[src/verilog/lsu_pkg.sv]
`default_nettype none

package lsu_pkg;

    localparam int xlen      = 32;
    localparam int rob_idx_w = 4;
    localparam int waddr_w   = xlen - 2;   // Word address, byte offset dropped

    // funct3 of the store instructions
    localparam logic [2:0] f3_sb = 3'b000;
    localparam logic [2:0] f3_sh = 3'b001;
    localparam logic [2:0] f3_sw = 3'b010;

    // Store as it leaves issue
    typedef struct packed {
        logic [xlen-1:0]      addr;
        logic [xlen-1:0]      data;     // Right aligned, lanes picked at drain
        logic [2:0]           funct3;
        logic [rob_idx_w-1:0] rob_idx;
    } store_req_t;

    // One access on the shared memory port
    typedef struct packed {
        logic               en;
        logic               we;
        logic [waddr_w-1:0] addr;
        logic [xlen-1:0]    wdata;    // Already shifted into its byte lanes
        logic [xlen/8-1:0]  be;
    } mem_req_t;

    // Store buffer answer for one word address
    typedef struct packed {
        logic            hit;         // Youngest match is a full word
        logic            must_wait;   // Youngest match is sb or sh
        logic [xlen-1:0] data;
    } load_query_t;

    // Same word, seen whole or by byte lane
    typedef union packed {
        logic [xlen-1:0]        word;
        logic [xlen/8-1:0][7:0] bytes;
    } mem_word_u;

endpackage

`default_nettype wire

[src/verilog/load_unit.sv]
`timescale 1ns/1ps
`default_nettype none

module load_unit import lsu_pkg::*; (
    input  logic               clk,
    input  logic               reset,
    input  logic               load_valid,
    input  logic [xlen-1:0]    load_addr,
    output logic [waddr_w-1:0] query_addr,
    input  load_query_t        query,
    output mem_req_t           rd_req,
    input  logic               rd_gnt,
    input  logic [xlen-1:0]    rdata,
    output logic               load_busy,
    output logic               load_done,
    output logic [xlen-1:0]    load_data
);

    typedef enum logic [1:0] {
        s_idle,
        s_query,                              // Waiting on a partial store or the port
        s_read_wait                           // Memory data returns this cycle
    } state_t;

    state_t             state_q;
    state_t             state_d;
    logic [waddr_w-1:0] addr_q;
    logic               fwd_done_q;
    logic [xlen-1:0]    fwd_data_q;
    logic               take;                 // Load accepted this cycle
    logic               searching;            // Buffer answer acted on this cycle

    assign take       = state_q == s_idle && load_valid;
    assign searching  = take || state_q == s_query;
    assign query_addr = take ? load_addr[xlen-1:2] : addr_q;  // Query in the accept cycle
    assign load_busy  = state_q != s_idle;
    assign load_done  = fwd_done_q || state_q == s_read_wait;
    assign load_data  = (state_q == s_read_wait) ? rdata : fwd_data_q;

    always_comb begin
        rd_req      = '0;
        rd_req.en   = searching && !query.hit && !query.must_wait; // Miss goes to memory
        rd_req.addr = query_addr;
        state_d     = state_q;
        if (searching) begin
            if (query.hit)
                state_d = s_idle;
            else if (rd_gnt)
                state_d = s_read_wait;
            else
                state_d = s_query;            // Retry next cycle
        end else if (state_q == s_read_wait) begin
            state_d = s_idle;
        end
    end

    always_ff @(posedge clk) begin
        if (reset) begin
            state_q    <= s_idle;
            fwd_done_q <= 1'b0;
        end else begin
            state_q    <= state_d;
            fwd_done_q <= searching && query.hit;
        end
    end

    always_ff @(posedge clk) begin
        if (take)
            addr_q <= query_addr;
        if (searching && query.hit)
            fwd_data_q <= query.data;         // Forwarded word
    end

endmodule

`default_nettype wire

[config.mk]
export PLATFORM = sky130hd
export DESIGN_NAME = load_unit
export DESIGN_NICKNAME = d
export VERILOG_FILES = /design/src/verilog/lsu_pkg.sv /design/src/verilog/load_unit.sv
export SDC_FILE = /design/constraint.sdc
export NUM_CORES = 1
export LEC_CHECK = 0
export BUFFER_PORTS_ARGS = -buffer_cell sky130_fd_sc_hd__buf_2
export CORE_MARGIN = 2
export CORE_UTILIZATION = 35
export CTS_CLUSTER_SIZE = 28
export DETAILED_ROUTE_END_ITERATION = 16
export GPL_TIMING_DRIVEN = 0
export PLACE_DENSITY_LB_ADDON = 0.08
export SLEW_MARGIN = 20
export SYNTH_ARGS = -nofsm -noshare
export SYNTH_HDL_FRONTEND = slang
export SYNTH_SLANG_ARGS = --single-unit
[constraint.sdc]
create_clock -name clk -period 3.2 [get_ports clk]
set_clock_uncertainty 0.1 [all_clocks]
set_input_delay 0.64 -clock clk [delete_from_list [all_inputs] [get_ports clk]]
set_output_delay 0.64 -clock clk [all_outputs]
set_load 0.1 [all_outputs]
# Word-level counts from Yosys, hierarchy flattened

Index checks and enable logic that the tools add are counted.

Equal/unequal tests: 2
Mux-type cells: 6
Reductions and logical operators: 11

Operators by type and width:

| operator                                            | count |
|---|---|
| 2-to-1 mux 32 bit                                   | 1 |
| 2-to-1 mux 30 bit                                   | 1 |
| 2-to-1 mux 2 bit                                    | 4 |
| logical AND 1 bit                                   | 4 |
| nonzero test 2 bit                                  | 2 |
| equality test 2 x 1 -> 1 bit, second input constant | 1 |
| equality test 2 bit, second input constant          | 1 |
| logical NOT 1 bit                                   | 2 |
| logical NOT 2 bit                                   | 1 |
| logical OR 1 bit                                    | 2 |

Flip-flop bits (word level): 65
Input port bits: 102
Output and inout bits: 132
Logic and storage cells: 23

# Depth between registers and ports, before layout

Word-level depth: 5
Gate-level depth with buffers: 4
Mapped depth without buffers: 2

# Worst setup path before layout

No wires, ideal clock.

Kind: input to output
From: input port load_valid
To: output port rd_req[67] in the netlist's numbering
Arrival: 2.754 ns
Data required time: 2.460 ns
Setup slack: -0.294 ns
Cell stages on the path: 2
Path buffers: 0
Path through: o21bai_1 > nor3_1

RTL lines:

| item        | line            | source |
|---|---|---|
| from (decl) | load_unit.sv:7  | `input logic load_valid,` |
| to (decl)   | load_unit.sv:11 | `output mem_req_t rd_req,` |

==> out/results.ini <==
[die]
die-area_sq_mm=0.0107
rows=36
die_w_microns=103
die_y_microns=103
core_sq_mm=0.00968
ioPinCount=234
initial_core_util_pct=35.6

[placement]
place_ws_ns=0.193
portBuffers=194
place.gp.congestion=0.667
post-dp-hpwl_microns=5600
postPlaceCellArea_sq_mm=0.00475

[finish]
drive_above_1_share_pct=75.3
final_util_pct=51.2
antenna_cells=0
synthToLayoutAreaGrowth_pct=43.9
final_area_sq_mm=0.00496
nets=562

[cts]
cts_root_buf=clkbuf_8
holdBufCountCts=0
tritoncts=built
ctsResizeCount=0
clkTransAtPathRegs_ns=0.08
postCtsSetupRepairBufs=0
worst_skew_pair.late_latency_ns=0.33
cts-buffers-inserted=9
clock_sinks=65
h-tree-depth=3
clk_path_buf_depth=2

[detailed_routing]
drtPass1Iterations=3
drt_iter0_drc=40
postRouteAntennaNets=0
wl_per_cell_microns=11.9
vias_per_cell=3.92
vias=2346
finalWirelength_microns=7140
drcViolationCount=0

[synthesis]
synthesis.area_sq_mm=0.00345
ys_types=19
synth-edff-count=62
netlist_top_cells_area=edfxtp_1, buf_4, mux2_4
ys_warn_count=0
synth_common_cells=buf_4, edfxtp_1, mux2_2, mux2_4, buf_6
yosysMostFrequentCell=buf_4
yosys.area.top_type=edfxtp_1
seq_area_frac_synth_pct=55.8
synth_top_area_share_pct=54.0
ys_ff_latch=65
ys.flop_type=edfxtp_1
async_flop_share_pct=0
syn_avg_cell_area_sq_um=15.8
netlist_instances=218

[critical_path]
path_cells=buf_2 -> nor3b_4 -> buf_6 -> mux2_2 -> buf_4 -> buf_2
startpoint_type=input pin
slowest_stage=mux2_2
path_delay_family=buffers and inverters
worstPathArrival_ns=2.26
cp.required_ns=2.46
critPathMostFrequentCell=buf_2
crit_path_end_kind=output port
cp_max_fo=39
path_class=in2out
cp_num_buf_inv=4
slowest_delay_ns=0.41

[timing]
grt_setup_unrepaired=false
max_freq_ghz=0.333
holdWs_ns=0.373
setup_viol=0
hold_viol_final=0
fin_crit_ns=3.00
drv_slew=0
fin_crit_sh_pct=93.8
fin_ws_ns=0.198

[power]
peakVddDrop_mv=0.367
leakage_nw=2.39
p_per_area_mw_per_mm2=665
design_power_total_mw=3.30

[grt]
grt_overflow_total=0
grt_start_max_net_pins=40
grt_pass1_vias=2023
grt_usage_pct=12.3
antenna_found_initial=0
grt_pass1_wl_microns=9650

[run]
max_cap_violations=0

[status]
status=complete, no violations

[min_path]
worstHoldPathType=in2reg

## layout make-up
cell class,instances,area [sq um]
Clock inverter,7,85.1
Sequential cell,65,1920
Fill cell,903,4720
Timing Repair Buffer,195,991
Clock buffer,9,124
Inverter,3,11.3
Multi-Input combinational cell,112,1050
Tap cell,133,166
Buffer,74,608
## layout by cell type, fill, tap and decap left out, types with 2 or more instances in the layout
cell type    n
a221oi_1     2
buf_12       4
buf_2      194
buf_4       67
buf_6        4
bufinv_16    2
clkbuf_8     9
clkinv_1     2
clkinv_2     2
conb_1      37
dfxtp_1      3
edfxtp_1    62
inv_1        3
mux2_2      32
mux2_4      29
nand2b_1     2
or2_2        2
## routing by layer
| metal | track usage, % | part of all wire, % |
|---|---|---|
| met2 | 19.8 | 47 |
| met1 | 14.3 | 40 |
| met4 | 5.77 | 1.7 |
| met5 | 0 | 0 |
| met3 | 5.04 | 11 |
## through the flow
stage | TNS, ns | instances
detailed placement | 0 | 582
floorplan | 0 | 254
global placement | -6.28 | 581
finish | 0 | 598
CTS | 0 | 598
global route | 0 | 598
## worst paths after layout
path / startpoint / end / slack [ns] / cells past startpoint
worst max-delay path: load_valid / rd_req[58] / 0.20 / 6
worst min-delay path: query[20] / fwd_data_q[20] / 0.37 / 1
worst max register to register: state_q[0] / addr_q[22] / 1.36 / 3
worst min register to register: addr_q[2] / addr_q[2] / 0.49 / 1
## power breakdown
part           switching (mW)  internal, mW
Sequential             0.0147          1.01
Combinational            1.23         0.302
Clock                   0.314         0.431
## registers in the layout, summed over array words and instances (netlist names)
register    flops
fwd_data_q     32
addr_q         30
state_q         2
fwd_done_q      1
## worst register-to-register path, cell delays in order (launching register included)
cell     delay, ns
dfxtp_1       0.37
nor3b_4       0.33
buf_6         0.36
mux2_2        0.43
## cells by family (layout without fill, tap and decap cells)
| group | after synthesis | in the layout | synth area share [%] |
|---|---|---|---|
| AOI/OAI and AO/OA | 3 | 3 | 0.726 |
| DFF | 65 | 65 | 55.8 |
| other | 1 | 37 | 0.109 |
| and+or+nand+nor | 10 | 10 | 2.03 |
| buffers and inverters | 77 | 288 | 18.0 |
| muxes | 62 | 62 | 23.4 |
No activity file was read; power rests on OpenSTA's default activity.
