$ cat config.mk
export PLATFORM = sky130hd
export DESIGN_NAME = mem_arbiter
export DESIGN_NICKNAME = d
export VERILOG_FILES = /design/src/verilog/lsu_pkg.sv /design/src/verilog/mem_arbiter.sv
export SDC_FILE = /design/constraint.sdc
export NUM_CORES = 1
export LEC_CHECK = 0
export ABC_AREA = 1
export BUFFER_PORTS_ARGS = -buffer_cell sky130_fd_sc_hd__buf_2
export CAP_MARGIN = 15
export CORE_AREA = 5 5 78 80
export DETAILED_ROUTE_END_ITERATION = 8
export DIE_AREA = 0 0 83 85
export PLACE_DENSITY = 0.77
export SYNTH_ARGS = -nofsm -noshare
export SYNTH_HDL_FRONTEND = slang
export SYNTH_SLANG_ARGS = --single-unit
$ cat constraint.sdc
create_clock -name clk -period 1.25 [get_ports clk]
set_input_delay 0.0625 -clock clk [delete_from_list [all_inputs] [get_ports clk]]
set_output_delay 0.0625 -clock clk [all_outputs]
set_load 0.05 [all_outputs]
$ cat src/verilog/lsu_pkg.sv
`default_nettype none

package lsu_pkg;

    localparam int xlen      = 32;
    localparam int rob_idx_w = 4;
    localparam int waddr_w   = xlen - 2;   // Word address, byte offset dropped

    // funct3 of the store instructions
    localparam logic [2:0] f3_sb = 3'b000;
    localparam logic [2:0] f3_sh = 3'b001;
    localparam logic [2:0] f3_sw = 3'b010;

    // Store as it leaves issue
    typedef struct packed {
        logic [xlen-1:0]      addr;
        logic [xlen-1:0]      data;     // Right aligned, lanes picked at drain
        logic [2:0]           funct3;
        logic [rob_idx_w-1:0] rob_idx;
    } store_req_t;

    // One access on the shared memory port
    typedef struct packed {
        logic               en;
        logic               we;
        logic [waddr_w-1:0] addr;
        logic [xlen-1:0]    wdata;    // Already shifted into its byte lanes
        logic [xlen/8-1:0]  be;
    } mem_req_t;

    // Store buffer answer for one word address
    typedef struct packed {
        logic            hit;         // Youngest match is a full word
        logic            must_wait;   // Youngest match is sb or sh
        logic [xlen-1:0] data;
    } load_query_t;

    // Same word, seen whole or by byte lane
    typedef union packed {
        logic [xlen-1:0]        word;
        logic [xlen/8-1:0][7:0] bytes;
    } mem_word_u;

endpackage

`default_nettype wire

$ cat src/verilog/mem_arbiter.sv
`timescale 1ns/1ps
`default_nettype none

module mem_arbiter import lsu_pkg::*; (
    input  logic     clk,
    input  logic     reset,
    input  mem_req_t rd_req,
    input  mem_req_t drain_req,
    input  logic     full,
    output logic     rd_gnt,
    output logic     drain_gnt,
    output mem_req_t mem_req
);

    logic rd_pending_q;                       // Read granted last cycle, data due now

    // Reads first, but a full buffer drains ahead of them
    assign drain_gnt = drain_req.en && (full || (!rd_req.en && !rd_pending_q));
    assign rd_gnt    = rd_req.en && !drain_gnt;

    always_comb begin
        if (drain_gnt)
            mem_req = drain_req;
        else if (rd_gnt)
            mem_req = rd_req;
        else
            mem_req = '0;                     // Port idle
    end

    // Keeps a drain one cycle clear of a read's data return
    always_ff @(posedge clk) begin
        if (reset)
            rd_pending_q <= 1'b0;
        else
            rd_pending_q <= rd_gnt;
    end

endmodule

`default_nettype wire

### Yosys cells after proc, flatten, opt, wreduce, memory -nomap -nowiden

Cells that the tools add are included.

| word-level totals | value |
|---|---|
| register bits after elaboration | 1 |
| output and inout port bits | 70 |
| logic and storage cells | 10 |

| cells by class | value |
|---|---|
| muxes and demuxes | 2 |
| reductions and logical operators | 7 |

Operator list:

| kind | number |
|---|---|
| $mux 68 | 2 |
| $logic_and 1x1->1 | 3 |
| $logic_not 1->1 | 3 |
| $logic_or 1x1->1 | 1 |

### Longest topological paths before layout

| depth | value |
|---|---|
| word-level depth | 8 |
| gate-level depth with buffers | 6 |

### Worst setup path after synthesis

OpenSTA, ideal clock, no wires.

| path | value |
|---|---|
| path type | register to output |
| start | register rd_pending_q |
| end | output mem_req[37] in the netlist's numbering |
| data arrival time | 1199 ps |
| required time | 1188 ps |
| slack | -12 ps |
| cell stages (with the launch flop) | 6 |
| cells stage by stage | dfxtp_1 > o21ai_4 > buf_4 > buf_6 > nand3_1 > nand2_1 |

RTL lines:

| element | RTL line | source |
|---|---|---|
| start, declared | mem_arbiter.sv:15 | `logic rd_pending_q;` |
| start signal, assigned | mem_arbiter.sv:35 | `rd_pending_q <= rd_gnt;` |
| end, declared | mem_arbiter.sv:12 | `output mem_req_t mem_req` |

==> summary.json <==
{
  "final_layout": {
    "reg_area_um2": 21.27,
    "filler_cell_count": 522,
    "finalCoreUtilization_pct": 55.72,
    "multi_input_area_um2": 1154,
    "biggestRegsByFlops": "rd_pending_q x1",
    "final_layout_size_suffix_gt1_share_pct": 65.81,
    "syn_to_final_growth_pct": 158.9,
    "antenna_cells_inserted": 0,
    "layout.nets": 571,
    "top_register": "rd_pending_q",
    "largest_reg_flops": 1
  },
  "critical_path": {
    "critical_path.max_fanout": 8,
    "timing.reg2reg.setup_slack_ns": 0.19,
    "worstSetupEndpointType": "primary output",
    "critical_path.startpoint_type": "register",
    "worst-endpoint-required_ns": 1.19,
    "rr_worst_depth": 5,
    "worst-setup-path-type": "reg2out",
    "worstPathArrival_ns": 1.23,
    "regToRegStartpoint": "rd_pending_q",
    "worst_setup_path_startpoint": "rd_pending_q",
    "cp-endpoint": "mem_req[17]",
    "regToRegEndpoint": "rd_pending_q"
  },
  "floorplan": {
    "floorplan.core_area_um2": 5338,
    "number_of_placement_rows": 27,
    "die_area_um2": 7055,
    "die_height_um": 85,
    "floorplan.initialDensity_pct": 21.52,
    "io_pins": 209,
    "die_width_um": 83
  },
  "detailed_routing": {
    "wl_mm": 7.947,
    "drtIter0Drc": 91,
    "routed_via_density": 5.122,
    "drtPass1Iterations": 4,
    "dr_total_vias": 2571,
    "drc": 0,
    "drt.antenna.violating_nets": 0,
    "post_detailed_route_wirelength_per_cell_um": 15.83
  },
  "global_routing": {
    "grt_max_degree": 44,
    "grt_usage_pct": 17.36,
    "global_route_wire_length_before_repair_mm": 10.74,
    "via_count_of_the_first_global_routing_pass": 2305,
    "grt-ovfl-total": 0,
    "grt_antenna_before_repair": 0
  },
  "yosys": {
    "ys_types": 12,
    "asyncSetResetFlopFracSynth_pct": 0,
    "synth_top_flop_cell": "sky130_fd_sc_hd__dfxtp_1",
    "yosysTopAreaCell": "sky130_fd_sc_hd__nand3_1",
    "synth_area_per_cell_um2": 4.786,
    "ys_top_cells_by_area": "sky130_fd_sc_hd__nand3_1 (58%), sky130_fd_sc_hd__nand2_1 (23%), sky130_fd_sc_hd__buf_2 (7.8%)",
    "ys.warnings.count": 0,
    "number_of_enable_type_register_cells_in_the_synthesized_netlist": 0,
    "yosys-top-cells-count": "sky130_fd_sc_hd__nand3_1 (134), sky130_fd_sc_hd__nand2_1 (69), sky130_fd_sc_hd__buf_2 (18)",
    "synth.yosys.seq_area_share_pct": 1.743,
    "mappedNetlistArea_um2": 1149,
    "synthesis.nets": 379,
    "yosysTopAreaCellShare_pct": 58.39,
    "yosys_register_bits": 1,
    "count_leader_synth": "sky130_fd_sc_hd__nand3_1",
    "postSynthCellCount": 240
  },
  "sta": {
    "fmaxAchievable_mhz": 772.5,
    "report.final.hold_viol_count": 0,
    "timing.clock.skew_ns": 0,
    "grt_setup_unrepaired": "yes",
    "max_slew.worst_pin.slew_ns": 0.4628,
    "final_max_slew_viol_count": 0,
    "final.setup.worst_slack_ns": -0.04449,
    "slew_headroom_pct": 69.15,
    "finalSetupViolCount": 20,
    "timing.final.crit_period_ns": 1.294,
    "post-route-period-util_pct": 103.6
  },
  "run_status": {
    "outcome": "finished with violations",
    "failing_checks": "negative setup slack"
  },
  "run": {
    "max_cap_violations": 0
  },
  "clock_tree": {
    "clk_transition_reported_paths_ns": 0,
    "worstSkewPairLatency_ns": 0,
    "cts_hold_buf": 0
  },
  "pwr": {
    "report.power.total_uw": 2000,
    "worst_ir_drop_vdd_mv": 0.3939,
    "p_leak_uw": 0.001693,
    "power_density_nw_per_um2": 672.3
  },
  "min_path": {
    "min_delay_path_depth": 2,
    "hp-class": "in2reg"
  },
  "place": {
    "number_of_buffers_inserted_by_port_buffering": 208,
    "detailedPlacementHpwl_mm": 5.198,
    "gp_routability_congestion": 0.8665
  }
}
logic make-up after synthesis:
group / after synthesis / synth area share, %
simple gates: 205 / 81.81
flops: 1 / 1.743
compound gates: 1 / 1.417
buf+inv: 33 / 15.03
worst min path at each step:
stage / to / startpoint / slack [ns]
floorplan: rd_pending_q / reset / 0.13
global placement: rd_pending_q / reset / 0.23
detailed placement: rd_pending_q / reset / 0.23
CTS: rd_pending_q / reset / 0.23
global route: rd_pending_q / reset / 0.24
finish: rd_pending_q / reset / 0.22
timing repair:
item,CTS,global route
gates resized for setup,47,155
setup buffers,1,0
pin swaps,1,31
gates cloned,2,2
endpoints found under the setup margin,67,70
final cells by class:
cell class / count / share of cell area [%]
repair buffers: 220 / 57.09
multi-input cells: 206 / 38.79
well taps: 72 / 3.029
flip-flops and latches: 1 / 0.7152
inverters: 3 / 0.3786
stage by stage:
step	setup slack [ns]	area (um2)	hold WS [ns]	TNS, ns	instances
after global routing	-0.09176	2974	0.2440	-1.980	502
after detailed placement	-0.1048	2296	0.2298	-4.535	497
final	-0.04449	2974	0.2223	-0.3110	502
after CTS	0.0005956	2474	0.2310	0	500
after global placement	-0.05450	2296	0.2289	-2.247	497
after floorplan	0.06517	1224	0.1349	0	240
placed cells by master (no fill, tap or decap):
cell type and n:
sky130_fd_sc_hd__nor2_1 1, sky130_fd_sc_hd__nand3_4 1, sky130_fd_sc_hd__nand2_1 23, sky130_fd_sc_hd__buf_16 2
sky130_fd_sc_hd__nand2_2 46, sky130_fd_sc_hd__nand3_2 13, sky130_fd_sc_hd__nand2_4 1, sky130_fd_sc_hd__nand3_1 120
sky130_fd_sc_hd__clkbuf_4 1, sky130_fd_sc_hd__buf_8 12, sky130_fd_sc_hd__buf_2 138, sky130_fd_sc_hd__buf_4 14
sky130_fd_sc_hd__inv_1 3, sky130_fd_sc_hd__buf_12 4, sky130_fd_sc_hd__buf_6 47, sky130_fd_sc_hd__clkbuf_16 2
sky130_fd_sc_hd__o21ai_4 1, sky130_fd_sc_hd__dfxtp_2 1
metal layers:
metal | global-route usage (%) | part of all wire [%] | wire [um] | up-vias
met4 | 1.634 | 2.0 | 161 | 0
met1 | 19.40 | 34 | 2691 | 1175
met2 | 35.50 | 55 | 4393 | 165
met3 | 2.427 | 8.8 | 701 | 23
li1 | - | - | - | 1208
met5 | 0 | 0 | 0 | -
critical path, cell delays in order, from the launching register on:
cell and delay (ns):
sky130_fd_sc_hd__dfxtp_2 0.31, sky130_fd_sc_hd__o21ai_4 0.23, sky130_fd_sc_hd__buf_6 0.19, sky130_fd_sc_hd__clkbuf_16 0.17, sky130_fd_sc_hd__nand3_1 0.06, sky130_fd_sc_hd__nand2_1 0.10
sky130_fd_sc_hd__buf_6 0.17
power by group:
part	internal [uW]	total [uW]	switching [uW]
clock network	0	0	0
logic	740	1960	1220
registers	34.7	36.0	1.38
No activity file was read; power rests on OpenSTA's default activity.
